File: src/uart_io_pkg.sv
// shared types for the uart debug bridge; fixed 8N1 framing, 32-bit address and data only
package uart_io_pkg;

  // fabric opcodes, encoding shared with the memory fabric
  typedef enum logic [1:0] {
    RD     = 2'b00,
    RD_RSP = 2'b01,
    WR     = 2'b10
  } t_opcode;

  // host frame and reply bytes
  localparam logic [7:0] FRAME_WR  = 8'h57; // 'W'
  localparam logic [7:0] FRAME_RD  = 8'h52; // 'R'
  localparam logic [7:0] REPLY_ACK = 8'h4B; // 'K'

  // one received character
  typedef struct packed {
    logic [7:0] data;
    logic       frame_err; // stop bit sampled low
  } t_rx_byte;

  // decoded host command
  typedef struct packed {
    t_opcode     opcode;
    logic [31:0] address;
    logic [31:0] data; // unused for reads
  } t_cmd;

  // completed fabric transfer
  typedef struct packed {
    logic        write;
    logic [31:0] data; // read data, unused for writes
  } t_reply;

endpackage

File: src/cmd_assembler.sv
// frame parser; a new frame may only complete while an earlier command is pending, not two
`timescale 1ns/1ps

module cmd_assembler
  import uart_io_pkg::*;
(
  input  logic     clk,
  input  logic     rst,
  input  logic     byte_strobe,
  input  t_rx_byte rx_byte,
  output logic     cmd_valid,
  output t_cmd     cmd,
  input  logic     cmd_accept,
  output logic     interrupt
);

  typedef enum logic [1:0] {st_opcode, st_address, st_data} t_state;

  t_state      state;
  logic [1:0]  byte_cnt;
  t_opcode     op_q;
  logic [31:0] addr_q;
  logic [31:0] data_q;
  logic [31:0] addr_next;
  logic [31:0] data_next;
  logic        pending;   // finished frame waiting behind an unaccepted command
  logic        bad_byte;
  logic        last_byte;
  logic        load_now;
  t_cmd        frame_cmd;

  assign addr_next = {addr_q[23:0], rx_byte.data}; // msb first
  assign data_next = {data_q[23:0], rx_byte.data};

  always_comb begin
    bad_byte = byte_strobe && (rx_byte.frame_err ||
               (state == st_opcode && rx_byte.data != FRAME_WR && rx_byte.data != FRAME_RD));
    last_byte = byte_strobe && !rx_byte.frame_err && byte_cnt == 2'd3 &&
                ((state == st_address && op_q == RD) || state == st_data);
    load_now = last_byte && (!cmd_valid || cmd_accept);
    // fold the current byte in so cmd_valid can rise right after the last strobe
    frame_cmd.opcode  = op_q;
    frame_cmd.address = (state == st_address) ? addr_next : addr_q;
    frame_cmd.data    = (state == st_data) ? data_next : data_q;
  end

  always_ff @(posedge clk) begin
    if (rst) begin
      state     <= st_opcode;
      byte_cnt  <= '0;
      cmd_valid <= 1'b0;
      pending   <= 1'b0;
      interrupt <= 1'b0;
    end else begin
      interrupt <= bad_byte;
      if (bad_byte) begin
        state    <= st_opcode; // resync on the next byte
        byte_cnt <= '0;
      end else if (byte_strobe) begin
        case (state)
          st_opcode: begin
            state    <= st_address;
            byte_cnt <= '0;
          end
          st_address: begin
            byte_cnt <= byte_cnt + 1'b1;
            if (byte_cnt == 2'd3) state <= (op_q == WR) ? st_data : st_opcode;
          end
          st_data: begin
            byte_cnt <= byte_cnt + 1'b1;
            if (byte_cnt == 2'd3) state <= st_opcode;
          end
          default: state <= st_opcode;
        endcase
      end
      if (load_now) begin
        cmd_valid <= 1'b1;
      end else if (last_byte) begin
        pending <= 1'b1;
      end else if (cmd_accept) begin
        cmd_valid <= pending; // hand over the queued frame
        pending   <= 1'b0;
      end
    end
  end

  always_ff @(posedge clk) begin
    if (byte_strobe && !bad_byte) begin
      case (state)
        st_opcode:  op_q   <= (rx_byte.data == FRAME_WR) ? WR : RD;
        st_address: addr_q <= addr_next;
        st_data:    data_q <= data_next;
        default:    op_q   <= op_q;
      endcase
    end
    if (load_now) cmd <= frame_cmd;
    else if (cmd_accept && pending) cmd <= '{opcode: op_q, address: addr_q, data: data_q};
  end

endmodule

File: src/fabric_requester.sv
// single outstanding fabric transfer; a response in the acceptance cycle itself is not seen
`timescale 1ns/1ps

module fabric_requester
  import uart_io_pkg::*;
(
  input  logic        clk,
  input  logic        rst,
  input  logic        cmd_valid,
  input  t_cmd        cmd,
  output logic        cmd_accept,
  output logic        req_valid,
  output t_opcode     req_opcode,
  output logic [31:0] req_address,
  output logic [31:0] req_data,
  input  logic        rsp_valid,
  input  t_opcode     rsp_opcode,
  input  logic [31:0] rsp_data,
  input  logic        rsp_stall,
  output logic        reply_strobe,
  output t_reply      reply
);

  typedef enum logic [1:0] {st_idle, st_request, st_wait_rsp} t_state;

  t_state  state;
  t_opcode expect_op;
  logic    rsp_match;

  // writes are answered with WR, reads with RD_RSP
  assign expect_op = (req_opcode == WR) ? WR : RD_RSP;
  assign rsp_match = rsp_valid && (rsp_opcode == expect_op);

  always_ff @(posedge clk) begin
    if (rst) begin
      state        <= st_idle;
      cmd_accept   <= 1'b0;
      req_valid    <= 1'b0;
      reply_strobe <= 1'b0;
    end else begin
      cmd_accept   <= 1'b0;
      reply_strobe <= 1'b0;
      case (state)
        st_idle: begin
          if (cmd_valid) begin
            cmd_accept <= 1'b1;
            req_valid  <= 1'b1;
            state      <= st_request;
          end
        end
        st_request: begin
          if (!rsp_stall) begin // accepted this cycle
            req_valid <= 1'b0;
            state     <= st_wait_rsp;
          end
        end
        st_wait_rsp: begin
          if (rsp_match) begin
            reply_strobe <= 1'b1;
            state        <= st_idle;
          end
        end
        default: state <= st_idle;
      endcase
    end
  end

  // request fields stay frozen from launch until the next command
  always_ff @(posedge clk) begin
    if (state == st_idle && cmd_valid) begin
      req_opcode  <= cmd.opcode;
      req_address <= cmd.address;
      req_data    <= cmd.data;
    end
    if (state == st_wait_rsp && rsp_match) begin
      reply.write <= (req_opcode == WR);
      reply.data  <= rsp_data;
    end
  end

endmodule

File: src/reply_serializer.sv
// reply byte sequencer; a new reply must not arrive before the previous one has been issued
`timescale 1ns/1ps

module reply_serializer
  import uart_io_pkg::*;
(
  input  logic       clk,
  input  logic       rst,
  input  logic       reply_strobe,
  input  t_reply     reply,
  output logic       tx_start,
  output logic [7:0] tx_byte,
  input  logic       tx_busy
);

  logic [31:0] shift;
  logic [2:0]  remaining; // bytes left to issue, 0 to 4

  // tx_busy rises on the same edge that takes tx_start
  assign tx_start = (remaining != 3'd0) && !tx_busy;
  assign tx_byte  = shift[31:24];

  always_ff @(posedge clk) begin
    if (rst) begin
      remaining <= '0;
    end else begin
      if (reply_strobe) remaining <= reply.write ? 3'd1 : 3'd4;
      else if (tx_start) remaining <= remaining - 1'b1;
    end
  end

  always_ff @(posedge clk) begin
    if (reply_strobe) begin
      if (reply.write) shift <= {REPLY_ACK, 24'h0};
      else shift <= reply.data; // msb first
    end else if (tx_start) begin
      shift <= {shift[23:0], 8'h00};
    end
  end

endmodule

File: src/uart_io.sv
// uart to fabric debug bridge top; host waits for each reply before its next frame
`timescale 1ns/1ps

module uart_io
  import uart_io_pkg::*;
#(
  parameter int clks_per_bit = 16
) (
  input  logic        clk,
  input  logic        rst,
  input  logic        rx,
  output logic        tx,
  output logic        interrupt,
  output logic        req_valid,
  output t_opcode     req_opcode,
  output logic [31:0] req_address,
  output logic [31:0] req_data,
  input  logic        rsp_valid,
  input  t_opcode     rsp_opcode,
  input  logic [31:0] rsp_data,
  input  logic        rsp_stall
);

  logic       byte_strobe;
  t_rx_byte   rx_byte;
  logic       cmd_valid;
  logic       cmd_accept;
  t_cmd       cmd;
  logic       reply_strobe;
  t_reply     reply;
  logic       tx_start;
  logic [7:0] tx_byte;
  logic       tx_busy;

  uart_rx #(.clks_per_bit(clks_per_bit)) uart_rx_i (
    .clk         (clk),
    .rst         (rst),
    .rx          (rx),
    .byte_strobe (byte_strobe),
    .rx_byte     (rx_byte)
  );

  cmd_assembler cmd_assembler_i (
    .clk         (clk),
    .rst         (rst),
    .byte_strobe (byte_strobe),
    .rx_byte     (rx_byte),
    .cmd_valid   (cmd_valid),
    .cmd         (cmd),
    .cmd_accept  (cmd_accept),
    .interrupt   (interrupt)
  );

  fabric_requester fabric_requester_i (
    .clk          (clk),
    .rst          (rst),
    .cmd_valid    (cmd_valid),
    .cmd          (cmd),
    .cmd_accept   (cmd_accept),
    .req_valid    (req_valid),
    .req_opcode   (req_opcode),
    .req_address  (req_address),
    .req_data     (req_data),
    .rsp_valid    (rsp_valid),
    .rsp_opcode   (rsp_opcode),
    .rsp_data     (rsp_data),
    .rsp_stall    (rsp_stall),
    .reply_strobe (reply_strobe),
    .reply        (reply)
  );

  reply_serializer reply_serializer_i (
    .clk          (clk),
    .rst          (rst),
    .reply_strobe (reply_strobe),
    .reply        (reply),
    .tx_start     (tx_start),
    .tx_byte      (tx_byte),
    .tx_busy      (tx_busy)
  );

  uart_tx #(.clks_per_bit(clks_per_bit)) uart_tx_i (
    .clk      (clk),
    .rst      (rst),
    .tx_start (tx_start),
    .tx_byte  (tx_byte),
    .tx       (tx),
    .tx_busy  (tx_busy)
  );

endmodule

File: src/uart_rx.sv
// 8N1 receiver, no parity; clks_per_bit must be at least 4 and the line must idle high
`timescale 1ns/1ps

module uart_rx
  import uart_io_pkg::*;
#(
  parameter int clks_per_bit = 16
) (
  input  logic     clk,
  input  logic     rst,
  input  logic     rx,
  output logic     byte_strobe,
  output t_rx_byte rx_byte
);

  localparam int cnt_w    = $clog2(clks_per_bit);
  localparam int half_bit = clks_per_bit / 2;

  typedef enum logic [1:0] {st_idle, st_start, st_data, st_stop} t_state;

  t_state           state;
  logic [cnt_w-1:0] cnt;
  logic [2:0]       bit_idx;
  logic [7:0]       shift;
  logic             rx_meta;
  logic             rx_sync;
  logic             rx_prev;
  logic             bit_end;

  // full bit period elapsed since the last mid-bit sample
  assign bit_end = (cnt == cnt_w'(clks_per_bit - 1));

  // two-flop synchronizer plus one delay stage for edge detect
  always_ff @(posedge clk) begin
    if (rst) begin
      rx_meta <= 1'b1;
      rx_sync <= 1'b1;
      rx_prev <= 1'b1;
    end else begin
      rx_meta <= rx;
      rx_sync <= rx_meta;
      rx_prev <= rx_sync;
    end
  end

  always_ff @(posedge clk) begin
    if (rst) begin
      state       <= st_idle;
      cnt         <= '0;
      bit_idx     <= '0;
      byte_strobe <= 1'b0;
    end else begin
      byte_strobe <= 1'b0;
      cnt         <= cnt + 1'b1;
      case (state)
        st_idle: begin
          cnt <= '0;
          if (rx_prev && !rx_sync) state <= st_start; // falling edge only, not a held low
        end
        st_start: begin
          if (cnt == cnt_w'(half_bit - 1)) begin
            cnt     <= '0;
            bit_idx <= '0;
            state   <= rx_sync ? st_idle : st_data; // glitch rejected
          end
        end
        st_data: begin
          if (bit_end) begin
            cnt     <= '0;
            bit_idx <= bit_idx + 1'b1;
            if (bit_idx == 3'd7) state <= st_stop;
          end
        end
        st_stop: begin
          if (bit_end) begin
            byte_strobe <= 1'b1;
            state       <= st_idle;
          end
        end
        default: state <= st_idle;
      endcase
    end
  end

  // data path, lsb arrives first
  always_ff @(posedge clk) begin
    if (state == st_data && bit_end) shift <= {rx_sync, shift[7:1]};
    if (state == st_stop && bit_end) begin
      rx_byte.data      <= shift;
      rx_byte.frame_err <= !rx_sync;
    end
  end

endmodule

File: src/uart_tx.sv
// 8N1 transmitter, one byte at a time; tx_start is ignored while tx_busy is high
`timescale 1ns/1ps

module uart_tx #(
  parameter int clks_per_bit = 16
) (
  input  logic       clk,
  input  logic       rst,
  input  logic       tx_start,
  input  logic [7:0] tx_byte,
  output logic       tx,
  output logic       tx_busy
);

  localparam int cnt_w = $clog2(clks_per_bit);

  logic [cnt_w-1:0] baud_cnt;
  logic [3:0]       bit_cnt;
  logic [9:0]       shift; // stop, data lsb first, start
  logic             bit_end;

  assign bit_end = (baud_cnt == cnt_w'(clks_per_bit - 1));
  assign tx      = shift[0]; // all ones out of reset keeps the line idle

  always_ff @(posedge clk) begin
    if (rst) begin
      shift    <= '1;
      tx_busy  <= 1'b0;
      baud_cnt <= '0;
      bit_cnt  <= '0;
    end else if (!tx_busy) begin
      baud_cnt <= '0;
      bit_cnt  <= '0;
      if (tx_start) begin
        shift   <= {1'b1, tx_byte, 1'b0};
        tx_busy <= 1'b1;
      end
    end else if (bit_end) begin
      baud_cnt <= '0;
      bit_cnt  <= bit_cnt + 1'b1;
      shift    <= {1'b1, shift[9:1]};
      if (bit_cnt == 4'd9) tx_busy <= 1'b0; // stop bit done
    end else begin
      baud_cnt <= baud_cnt + 1'b1;
    end
  end

endmodule
File: config.mk
export PLATFORM = sky130hd
export DESIGN_NAME = uart_io
export DESIGN_NICKNAME = d
export VERILOG_FILES = /design/src/uart_io_pkg.sv /design/src/cmd_assembler.sv /design/src/fabric_requester.sv /design/src/reply_serializer.sv /design/src/uart_io.sv /design/src/uart_rx.sv /design/src/uart_tx.sv
export SDC_FILE = /design/constraint.sdc
export NUM_CORES = 1
export LEC_CHECK = 0
export ABC_AREA = 0
export BUFFER_PORTS_ARGS = -buffer_cell sky130_fd_sc_hd__clkbuf_2
export CAP_MARGIN = 10
export CORE_ASPECT_RATIO = 0.75
export CORE_MARGIN = 3
export CORE_UTILIZATION = 59
export DETAILED_ROUTE_END_ITERATION = 7
export PLACE_DENSITY = 0.79
export SYNTH_ARGS = -nofsm -noshare
export SYNTH_HDL_FRONTEND = slang
export SYNTH_SLANG_ARGS = --single-unit
File: constraint.sdc
create_clock -name clk -period 7.7 [get_ports clk]
set_clock_uncertainty 0.05 [all_clocks]
set_input_delay 0 -clock clk [delete_from_list [all_inputs] [get_ports clk]]
set_output_delay 0 -clock clk [all_outputs]
set_load 0.02 [all_outputs]
---- Yosys cells after proc, flatten, opt, wreduce, memory -nomap -nowiden ----
Index checks and enable logic that the tools add are counted.
word-level totals
  input bits .............................. 39
  output and inout bits ................... 69
  word-level logic and storage cells ...... 185
  register bits ........................... 327
cells by class
  $add $sub $neg .......................... 6
  bitwise operators ....................... 5
  equality and inequality tests ........... 31
  mux-type cells .......................... 52
  reduce and logical (&&, ||, !) cells .... 55
operator list
  operator                                                count
  2-to-1 mux 32 bit                                       5
  2-to-1 mux 66 bit                                       2
  2-to-1 mux 10 bit                                       3
  2-to-1 mux 2 bit                                        14
  logical AND 1 bit                                       17
  inequality test 2 x 1 -> 1 bit (second input constant)  8
  inequality test 8 x 7 -> 1 bit (second input constant)  2
  nonzero test 2 bit                                      8
  2-to-1 mux 3 bit                                        5
  == test 2 bit (second input constant)                   7
  2-to-1 mux 1 bit                                        14
  adder 4 x 1 -> 4 bit (second input constant)            3
  == test 4 bit (second input constant)                   3
  case mux 2 bit (3 select lines)                         2
  case mux 4 bit (3 select lines)                         1
  AND reduction 3 bit                                     4
  OR reduction 2 bit                                      6
  AND reduction 2 bit                                     5
  == test 8 x 7 -> 1 bit (second input constant)          1
  logical NOT 2 bit                                       4
  2-to-1 mux 4 bit                                        2
  inequality test 2 bit (second input constant)           4
  case mux 2 bit (4 select lines)                         1
  == test 2 x 1 -> 1 bit (second input constant)          3
  15 further kinds                                        25

---- Logic depth before layout (Yosys ltp) ----
Gate-level depths: netlist of the first run.
  word-level depth ........................ 8
  depth in mapped cells ................... 9
  depth with buffers taken out ............ 7

---- Modules after synthesis ----
From an unflattened synthesis of the first run, not the netlist that was laid out.
unflattened totals
  cells, all modules ...................... 765
  area, all modules ....................... 12978.7 um^2
modules (own cells, without submodules)
  module            instances  area an instance (um^2)  cells an instance  sequential area each (um^2)
  cmd_assembler     1          6193.4                   330                4043.9
  fabric_requester  1          3210.6                   124                3072.9
  reply_serializer  1          1634.1                   142                1021.0
  uart_rx           1          1116.1                   81                 770.7
  uart_tx           1          824.5                    88                 360.3

---- Worst setup path after synthesis of the first run ----
Ideal clock, no wire load.
  kind .................................... reg2reg
  from .................................... register, netlist name uart_rx_i.rx_byte[8]
  to ...................................... register cmd_assembler_i.addr_q[0], enable pin
  cell stages (with the launch flop) ...... 4
  slack ................................... 1.514 ns
  arrival ................................. 5.553 ns
  buffers on the path ..................... 0
  period minus slack after synthesis ...... 6.186 ns
  setup time .............................. 0.584 ns
  required time ........................... 7.066 ns
  cells stage by stage .................... edfxtp_1 -> nor4bb_1 -> nand3_1 -> a21boi_0
between the ends
  cells in the longest elaborated chain, start to end .. 7
ends and longest elaborated chain
  item                            line                 source
  inequality test 8 x 7 -> 1 bit  cmd_assembler.sv:37  (state == st_opcode && rx_byte.data != FRAME_WR && rx_byte.data != FRAME_RD));
  logical AND 1 bit               cmd_assembler.sv:37
  logical AND 1 bit *             cmd_assembler.sv:37
  logical OR 1 bit *              cmd_assembler.sv:36  bad_byte = byte_strobe && (rx_byte.frame_err ||
  logical AND 1 bit *             cmd_assembler.sv:36
  logical NOT 1 bit *             cmd_assembler.sv:88  if (byte_strobe && !bad_byte) begin
  logical AND 1 bit *             cmd_assembler.sv:88
  end signal: assignment          cmd_assembler.sv:91  st_address: addr_q <= addr_next;
  end: declaration                cmd_assembler.sv:22  logic [31:0] addr_q;
Mark *: on every way between the ends. The rest lies on a longest branch, timed or not.
A chain may end at the register's enable or synchronous reset.

---- Final worst setup path of the first run ----
  from .................................... register cmd_assembler_i.state[1]
  to ...................................... register, netlist name cmd_assembler_i.cmd[37]
between the ends
  cells in the longest elaborated chain, start to end .. 6
ends and longest elaborated chain
  item                            line                 source
  start: declaration              cmd_assembler.sv:19  t_state state;
  start signal: assignment        cmd_assembler.sv:49  state <= st_opcode;
  start signal: assignment        cmd_assembler.sv:57  state <= st_opcode;
  start signal: assignment        cmd_assembler.sv:62  state <= st_address;
  == test 2 x 1 -> 1 bit          cmd_assembler.sv:39  ((state == st_address && op_q == RD) || state == st_data);
  logical AND 1 bit               cmd_assembler.sv:39
  logical OR 1 bit *              cmd_assembler.sv:39
  logical AND 1 bit *             cmd_assembler.sv:38  last_byte = byte_strobe && !rx_byte.frame_err && byte_cnt == 2'd3 &&
  logical AND 1 bit *             cmd_assembler.sv:40  load_now = last_byte && (!cmd_valid || cmd_accept);
  nonzero test 2 bit (no line) *  n/a
Marked as above.

==> results of run 1 <==
## power by group through the flow
| stage | sequential, mW | clock [mW] | combinational (mW) |
|---|---|---|---|
| finish | 2.10 | 1.66 | 0.300 |
| global route | 2.11 | 1.76 | 0.336 |
| CTS | 2.09 | 1.68 | 0.294 |
| detailed placement | 2.13 | 0 | 0.278 |
| global placement | 2.13 | 0 | 0.256 |
| floorplan | 2.11 | 0 | 0.212 |
## cells by family (layout without fill, tap and decap cells)
group	count (synthesis)	after routing	synth area share
AOI/OAI and AO/OA	80	80	0.0402
xor gates and xnor gates	8	8	0.00549
adders and majority gates	17	17	0.0167
buffers and inverters	66	243	0.0290
DFF	323	323	0.723
muxes	131	131	0.130
other	1	1	0.000294
and+or+nand+nor	132	132	0.0554
## cells in the mapped netlist (5+ instances only)
master,instances,area share
a211oi_1,10,0.0059
a21oi_1,16,0.0063
and2_1,8,0.0039
buf_12,6,0.0094
buf_2,8,0.0031
clkbuf_1,12,0.0035
dfxtp_1,46,0.072
edfxtp_1,277,0.65
ha_1,17,0.017
inv_1,36,0.011
mux2_2,79,0.070
mux2_4,49,0.058
nand2_1,29,0.0085
nand2b_1,5,0.0024
nand3_1,5,0.0020
nor2_1,32,0.0094
nor2b_1,15,0.0073
nor3_1,9,0.0035
o21ai_0,27,0.011
o21bai_1,8,0.0047
xnor2_1,5,0.0034
## worst paths after layout
kind / start / to / slack, ps / cells after the start
worst max register to register: cmd_assembler_i.state[1] / cmd_assembler_i.cmd[37] / 4060 / 8
worst max-delay path: cmd_assembler_i.state[1] / cmd_assembler_i.cmd[37] / 4060 / 8
worst min register to register: cmd_assembler_i.cmd[30] / fabric_requester_i.req_data[30] / 370 / 0
worst min-delay path: rsp_data[25] / fabric_requester_i.reply[25] / 110 / 2
## worst reg2reg max path, stage by stage, from the launching register on
cell,delay [ps]
dfxtp_1,370
inv_1,100
ha_1,180
buf_4,260
nor2b_4,190
o211a_4,250
nand2_4,50
buf_4,840
nand2_4,820
## what timing repair did
action,CTS,global route
hold buffers,38,0
endpoints found under the setup margin,0,0
endpoints found under the hold margin,39,0
## per-stage QoR
step           instance area, sq um  power, mW  worst slack, ps
2_1_floorplan                 12800       2.32             1510
3_3_place_gp                  13500       2.38             4120
3_5_place_dp                  13500       2.41             4010
4_1_cts                       15000       4.07             3990
5_1_grt                       15000       4.20             3780
6_report                      15000       4.05             4060
## state kept, by name, indices dropped and copies added, names as in the netlist, 2 cells and up, named ones only
name	count
uart_tx_i.baud_cnt	4
uart_rx_i.shift	8
fabric_requester_i.req_address	32
reply_serializer_i.shift	32
fabric_requester_i.state	2
cmd_assembler_i.state	2
fabric_requester_i.reply	33
uart_rx_i.bit_idx	3
uart_tx_i.bit_cnt	4
cmd_assembler_i.addr_q	32
uart_tx_i.shift	9
cmd_assembler_i.byte_cnt	2
fabric_requester_i.req_data	32
reply_serializer_i.remaining	3
uart_rx_i.cnt	4
cmd_assembler_i.data_q	32
cmd_assembler_i.cmd	65
uart_rx_i.rx_byte	9
## layout make-up
type | instances | share of cell area
clock buffers | 33 | 0.0522
flip-flops and latches | 323 | 0.615
inverters | 36 | 0.00900
multi-input cells | 369 | 0.213
well taps | 282 | 0.0235
repair buffers | 151 | 0.0642
clock inverters | 23 | 0.0232
## layer usage
layer  up-vias  share of wire  global-route usage
met5         -              0                   0
met4         0          0.027              0.0558
met3        51          0.047              0.0365
met2       171           0.49               0.320
met1      3306           0.44               0.258
li1       3141              -                   -
==> impl_metrics.csv, run 1 <==
group,metric,value,unit
power,p_clk_frac,0.409,
finish,diodes,0,
clock_tree,cts_setup_buffers,0,
timing,min_period,3640,ps
placement,dp_hpwl,13200,um
timing,maxSlewViolCount,0,
critical_path,cpMaxStageDelayCell,"buf_4",
floorplan,num_rows,45,
finish,fin_util,0.725,
detailed_routing,drc,0,
power,power_density,270,mW/mm^2
clock_tree,path_clk_slew,70,ps
placement,gp_congestion,0.808,
placement,place_inst,1123,
global_routing,overflow,0,
yosys,synthCells,758,
finish,final_common_cell,"edfxtp_1",
timing,worst_slew_pin_slew,1180,ps
power,sw_frac_of_total,0.219,
flow_run,drv_cap,0,
critical_path,crit_arrival,3650,ps
timing,fin_crit_sh,0.473,
detailed_routing,ant_nets,0,
clock_tree,cts_resized,0,
detailed_routing,drt_wl_total,22600,um
yosys,synth_edf_count,277,
global_routing,grt_pass1_vias,6887,
clock_tree,numCtsBuffers,30,
finish,register_area,0.00924,sq mm
clock_tree,htreeDepth,1,
critical_path,worstPathRequired,7710,ps
finish,multi_input_area,0.00319,sq mm
finish,drive_above_1_share,0.326,
clock_tree,clockBufferDepth,3,
floorplan,die-area,0.0235,sq mm
floorplan,coreArea,0.0207,sq mm
floorplan,io_pins,108,
timing,slew_headroom,0.216,
global_routing,grt_pass1_wl,35900,um
finish,layout.nets,967,
yosys,ys_seq_elements,323,
yosys,ys.flop_type,"edfxtp_1",
power,power.switching,0.887,mW
critical_path,worst-path-max-fanout,65,
critical_path,critical_path_buf_inv_count,3,
detailed_routing,post_drt_wl_per_cell,18.6,um
floorplan,die_h,133,um
timing,finalSetupViolations,0,
global_routing,antenna_found_initial,0,
finish,nFillCells,1232,
critical_path,crit_path_end_kind,"flop",
power,power.internal,3.17,mW
power,comb_power_share,0.074,
detailed_routing,drtIter0Drc,507,
critical_path,max_stage_delay,840,ps
power,pwr-share-seq,0.517,
timing,hold_slack,107,ps
yosys,synth.cell_area,0.0128,sq mm
critical_path,critPathTopFamily,"buffers and inverters",
detailed_routing,dr.pass1.iters,4,
clock_tree,insertion_delay,550,ps
yosys,synth-async-reset-ratio,0,
status,outcome,"finished clean",
yosys,syn_avg_cell_area,16.8,sq um
global_routing,grtUsageTotal,0.191,
finish,fin_cells,1217,
timing,finalSetupTns,0,ps
yosys,synth-seq-area-share,0.723,
yosys,yosys_warnings,0,
timing,rsz0062_at_grt,"no",
placement,io_buffer_count,106,
timing,timing.fmax,0.275,GHz
clock_tree,cts.sinks,323,
finish,areaGrowthSynthToFinish,17.6,%
clock_tree,cts_tree,"yes",
detailed_routing,vias,6669,
floorplan,start_util,0.616,
detailed_routing,via_per_inst,5.48,
yosys,syn-num-nets,814,
global_routing,grt_start_max_net_pins,67,
critical_path,cp_cell_sequence,"inv_1 > ha_1 > buf_4 > nor2b_4 > o211a_4 > nand2_4 > buf_4 > nand2_4",
power,p_leak,5.53,nW
critical_path,crit_type,"reg2reg",
hold_path,min_path_type,"in2reg",
finish,mostFrequentLayoutCells,"edfxtp_1, clkbuf_2, mux2_2",
yosys,synthDistinctLibCells,53,
critical_path,critPathLaunchType,"flop",
timing,hold_violations,0,
floorplan,die_x,176,um
power,vdd_drop_max,0.000195,V
clock_tree,cts-root-buf,"clkbuf_16",
Note: power is estimated with default switching activity, not from simulation.
==> run 2: changes to the inputs <==
--- a/config.mk
+++ b/config.mk
@@ -10,9 +10,9 @@
 export CAP_MARGIN = 10
 export CORE_ASPECT_RATIO = 0.75
 export CORE_MARGIN = 3
-export CORE_UTILIZATION = 59
+export CORE_UTILIZATION = 54
 export DETAILED_ROUTE_END_ITERATION = 7
-export PLACE_DENSITY = 0.79
+export PLACE_DENSITY = 0.76
 export SYNTH_ARGS = -nofsm -noshare
 export SYNTH_HDL_FRONTEND = slang
 export SYNTH_SLANG_ARGS = --single-unit
==> constraint.sdc (replaced) <==
create_clock -name clk -period 3 [get_ports clk]
set_clock_uncertainty 0.05 [all_clocks]
set_input_delay 0 -clock clk [delete_from_list [all_inputs] [get_ports clk]]
set_output_delay 0 -clock clk [all_outputs]
set_load 0.02 [all_outputs]
==> impl_metrics.csv, run 2 (same netlist as run 1, synthesis figures left out) <==
group,metric,value,unit
critical_path,r2r_setup_slack,710,ps
floorplan,io_pins,108,
power,p_total,9.51,mW
placement,place_inst,1145,
timing,min_period,2290,ps
finish,layout.nets,969,
power,p_clk_frac,0.357,
global_routing,overflow,0,
detailed_routing,via_per_inst,5.31,
flow_run,drv_cap,0,
floorplan,num_rows,48,
timing,timing.fmax,0.437,GHz
placement,gp_congestion,0.795,
power,pwr-share-seq,0.566,
clock_tree,htreeDepth,1,
power,comb_power_share,0.077,
timing,rsz0062_at_grt,"no",
clock_tree,cts_tree,"yes",
critical_path,crit_type,"reg2reg",
timing,hold_slack,7.02,ps
timing,maxSlewViolCount,0,
placement,dp_hpwl,13000,um
clock_tree,cts-root-buf,"clkbuf_16",
critical_path,crit_arrival,2410,ps
global_routing,grt_pass1_wl,34700,um
finish,top_register,"cmd_assembler_i.cmd",
clock_tree,cts_resized,0,
detailed_routing,vias,6564,
timing,slew_headroom,0.492,
finish,largest_registers,"cmd_assembler_i.cmd: 65 flops, fabric_requester_i.reply: 33 flops",
finish,drive_above_1_share,0.312,
global_routing,grt_pass1_vias,6658,
power,power.switching,2.10,mW
global_routing,antenna_found_initial,0,
power,power.internal,7.41,mW
detailed_routing,drc,0,
critical_path,reg2reg_depth,5,
power,power_density,642,mW/mm^2
timing,hold_violations,0,
timing,finalSetupTns,0,ps
clock_tree,path_clk_slew,60,ps
finish,largest_reg_flops,65,
critical_path,cp-endpoint,"reply_serializer_i.shift[5]",
detailed_routing,drtIter0Drc,466,
clock_tree,insertion_delay,540,ps
floorplan,die_x,184,um
clock_tree,clockBufferDepth,3,
power,p_leak,5.44,nW
timing,finalSetupViolations,0,
clock_tree,cts.sinks,323,
global_routing,grtUsageTotal,0.168,
hold_path,min_path_type,"in2reg",
floorplan,die-area,0.0256,sq mm
critical_path,reg2reg_from,"reply_serializer_i.remaining[0]",
power,vdd_drop_max,0.000406,V
power,sw_frac_of_total,0.221,
detailed_routing,dr.pass1.iters,5,
finish,areaGrowthSynthToFinish,16.1,%
finish,final_common_cell,"edfxtp_1",
floorplan,start_util,0.552,
timing,worst_slew_pin_slew,759,ps
critical_path,crit_path_end_kind,"flop",
critical_path,startpoint,"reply_serializer_i.remaining[0]",
placement,io_buffer_count,106,
floorplan,die_h,139,um
detailed_routing,post_drt_wl_per_cell,17.4,um
critical_path,critPathLaunchType,"flop",
clock_tree,numCtsBuffers,30,
detailed_routing,drt_wl_total,21500,um
global_routing,grt_start_max_net_pins,67,
finish,diodes,0,
detailed_routing,ant_nets,0,
status,outcome,"finished clean",
critical_path,worstPathRequired,3120,ps
timing,fin_crit_sh,0.764,
finish,mostFrequentLayoutCells,"edfxtp_1, clkbuf_2, mux2_2",
floorplan,coreArea,0.0231,sq mm
critical_path,worstReg2RegEnd,"reply_serializer_i.shift[5]",
critical_path,worst-path-max-fanout,32,
finish,fin_cells,1236,
## run 2: cell count changes in the layout (fill, tap and decap cells not counted), sizes merged
cell / before / now
clkinvlp: 6 / 0
bufinv: 8 / 0
clkinv: 7 / 14
buf: 7 / 11
dlygate4sd3: 38 / 36
inv: 38 / 36
clkbuf: 139 / 147
## run 2: cell type report
cell class | count | area (sq um)
sequential | 323 | 9240
timing repair buffer | 153 | 1010
clock buffer | 41 | 813
clock inverter | 14 | 56.3
multi-input combinational | 369 | 3190
inverter | 36 | 135
tap | 300 | 375
fill | 1614 | 8300
## run 2: per-layer routing
layer,part of all wire,track usage,vias to the layer above
li1,-,-,3138
met1,0.45,0.234,3240
met2,0.49,0.277,147
met3,0.040,0.0291,39
met4,0.024,0.0453,0
met5,0,0,-
## run 2: through the flow
step	util	setup slack (ps)	cell area [sq um]
floorplan	-	283	12800
global placement	0.588	823	13600
detailed placement	0.588	739	13600
CTS	0.641	701	14800
global route	0.641	521	14800
finish	0.641	709	14800
## run 2: how the worst min path moves through the flow
stage	startpoint	endpoint	slack, ps	cells past startpoint
final	rsp_opcode[0]	fabric_requester_i.reply_strobe	7	3
after global routing	rsp_opcode[0]	fabric_requester_i.reply_strobe	1	3
after CTS	rsp_opcode[0]	fabric_requester_i.reply_strobe	2	3
after detailed placement	rsp_data[10]	fabric_requester_i.reply[10]	130	1
after global placement	rsp_data[28]	fabric_requester_i.reply[28]	130	1
after floorplan	rsp_data[0]	fabric_requester_i.reply[0]	50	0
## run 2: power by group through the flow
stage / registers, mW / clock network, mW / logic, mW
floorplan: 5.41 / 0 / 0.545
global placement: 5.46 / 0 / 0.661
detailed placement: 5.47 / 0 / 0.691
CTS: 5.38 / 3.47 / 0.733
global route: 5.41 / 3.66 / 0.839
finish: 5.39 / 3.40 / 0.730
## run 2: worst max-delay path: stages (launching register included)
cell and delay [ps]:
dfxtp_1 310, inv_1 60, ha_1 200, ha_1 240, nor2_1 370, or2_2 690
## run 2: what timing repair did
| item | in CTS | in global routing |
|---|---|---|
| hold endpoints to repair | 37 | 0 |
| hold buffers | 36 | 0 |
| setup endpoints to repair | 0 | 0 |
| buffers inserted | 0 | 0 |
==> run 3: changes to the inputs <==
--- a/config.mk
+++ b/config.mk
@@ -10,9 +10,9 @@
 export CAP_MARGIN = 10
 export CORE_ASPECT_RATIO = 0.75
 export CORE_MARGIN = 3
-export CORE_UTILIZATION = 54
+export CORE_UTILIZATION = 59
 export DETAILED_ROUTE_END_ITERATION = 7
-export PLACE_DENSITY = 0.76
+export PLACE_DENSITY = 0.79
 export SYNTH_ARGS = -nofsm -noshare
 export SYNTH_HDL_FRONTEND = slang
 export SYNTH_SLANG_ARGS = --single-unit
==> constraint.sdc (replaced) <==
create_clock -name clk -period 2.24 [get_ports clk]
set_clock_uncertainty 0.05 [all_clocks]
set_input_delay 0 -clock clk [delete_from_list [all_inputs] [get_ports clk]]
set_output_delay 0 -clock clk [all_outputs]
set_load 0.02 [all_outputs]
==> impl_metrics.csv, run 3 (same netlist as run 1, synthesis figures left out) <==
group,metric,value,unit
finish,layout.nets,976,
finish,largest_registers,"cmd_assembler_i.cmd: 65 flops, fabric_requester_i.reply: 33 flops",
critical_path,critPathLaunchType,"flop",
global_routing,grt_start_max_net_pins,67,
clock_tree,clockBufferDepth,3,
detailed_routing,drtIter0Drc,526,
floorplan,coreArea,0.0207,sq mm
timing,rsz0062_at_grt,"no",
finish,fin_cells,1224,
detailed_routing,vias,6715,
finish,top_register,"cmd_assembler_i.cmd",
timing,fin_crit_sh,0.945,
placement,dp_hpwl,13800,um
detailed_routing,via_per_inst,5.49,
finish,final_common_cell,"edfxtp_1",
power,p_total,13.4,mW
global_routing,use_met1,0.269,
placement,gp_congestion,0.862,
power,power_density,890,mW/mm^2
timing,maxSlewViolCount,0,
hold_path,min_path_type,"in2reg",
timing,slew_headroom,0.490,
critical_path,crit_arrival,2270,ps
status,outcome,"finished clean",
critical_path,crit_path_end_kind,"flop",
finish,drive_above_1_share,0.329,
placement,place_area,0.0137,sq mm
power,vdd_drop_max,0.000594,V
hold_path,whs_path_depth,2,
global_routing,grt_pass1_wl,36700,um
critical_path,critical_path_depth,4,
flow_run,drv_cap,0,
finish,largest_reg_flops,65,
critical_path,cp_cell_sequence,"nor4bb_2 > nand3_1 > a21boi_4 > buf_12",
critical_path,cpMaxStageDelayCell,"edfxtp_1",
critical_path,max_stage_delay,480,ps
placement,io_buffer_count,106,
finish,areaGrowthSynthToFinish,17.8,%
floorplan,start_util,0.616,
global_routing,overflow,0,
critical_path,worst-path-max-fanout,41,
floorplan,num_rows,45,
timing,finalSetupViolations,0,
power,p_leak,5.57,nW
global_routing,antenna_found_initial,0,
floorplan,io_pins,108,
clock_tree,path_clk_slew,60,ps
placement,place_inst,1134,
global_routing,grt.busiest_layer,"met2",
clock_tree,cts.sinks,323,
clock_tree,cts-root-buf,"clkbuf_16",
timing,hold_slack,63.3,ps
global_routing,use_met2,0.329,
clock_tree,cts_setup_buffers,0,
detailed_routing,post_drt_wl_per_cell,18.6,um
global_routing,grtUsageTotal,0.195,
global_routing,use_met3,0.0328,
critical_path,reg2reg_depth,4,
floorplan,die_x,176,um
clock_tree,cts_tree,"yes",
detailed_routing,drc,0,
critical_path,critPathTopFamily,"simple AND/OR/NAND/NOR gates",
floorplan,die-area,0.0235,sq mm
detailed_routing,drt_wl_total,22700,um
timing,finalSetupTns,0,ps
detailed_routing,dr.pass1.iters,5,
timing,worst_slew_pin_slew,765,ps
detailed_routing,ant_nets,0,
finish,diodes,0,
global_routing,grt_pass1_vias,6889,
timing,hold_violations,0,
finish,mostFrequentLayoutCells,"edfxtp_1, clkbuf_2, mux2_2",
clock_tree,htreeDepth,1,
timing,min_period,2120,ps
critical_path,worstPathRequired,2390,ps
critical_path,crit_type,"reg2reg",
clock_tree,numCtsBuffers,29,
finish,final_area,0.0150,sq mm
critical_path,critical_path_buf_inv_count,1,
timing,timing.fmax,0.473,GHz
floorplan,die_h,133,um
clock_tree,insertion_delay,530,ps
-- run 3: timing repair --
item                                   in CTS  in global routing
resized for setup                           0                  2
setup endpoints to repair                   0                 24
endpoints found under the hold margin      37                  0
hold buffers                               37                  0
-- run 3: path summary, 6_finish.rpt --
path                                        endpoint                     from  slack (ps)
setup / recovery          cmd_assembler_i.addr_q[13]     uart_rx_i.rx_byte[8]         120
hold / removal                  uart_rx_i.bit_idx[1]                      rst          60
setup reg to reg          cmd_assembler_i.addr_q[13]     uart_rx_i.rx_byte[8]         120
hold reg to reg   fabric_requester_i.req_address[17]  cmd_assembler_i.cmd[49]         360
-- run 3: layout make-up --
cell class,instances,area (sq um)
Clock inverter,12,184
Tap cell,282,353
Sequential cell,323,9240
Clock buffer,41,811
Timing Repair Buffer,161,1100
Multi-Input combinational cell,369,3210
Fill cell,1224,5680
Inverter,36,135
-- run 3: worst register-to-register path, stage by stage, from the launching register on --
cell and delay [ps]:
edfxtp_1 480, nor4bb_2 440, nand3_1 260, a21boi_4 260
buf_12 260
-- run 3: power breakdown --
part | leakage, nW | internal (mW) | switching [mW]
Sequential | 2.89 | 7.02 | 0.162
Clock | 0.491 | 3.09 | 2.05
Combinational | 2.19 | 0.414 | 0.646
Total | 5.57 | 10.5 | 2.86
-- run 3: per-layer routing --
layer  vias to the layer above  part of all wire  routed length [um]
li1                       3154                 -                   -
met4                         0             0.019                 434
met1                      3319              0.43                9880
met2                       201              0.49               11200
met5                         -                 0                   0
met3                        41             0.052                1180
-- run 3: through the flow --
stage / utilization / setup slack, ps
floorplan: - / -264
global placement: 0.659 / 160
detailed placement: 0.659 / 93.0
CTS: 0.725 / 73.3
global route: 0.726 / 14.5
finish: 0.726 / 124
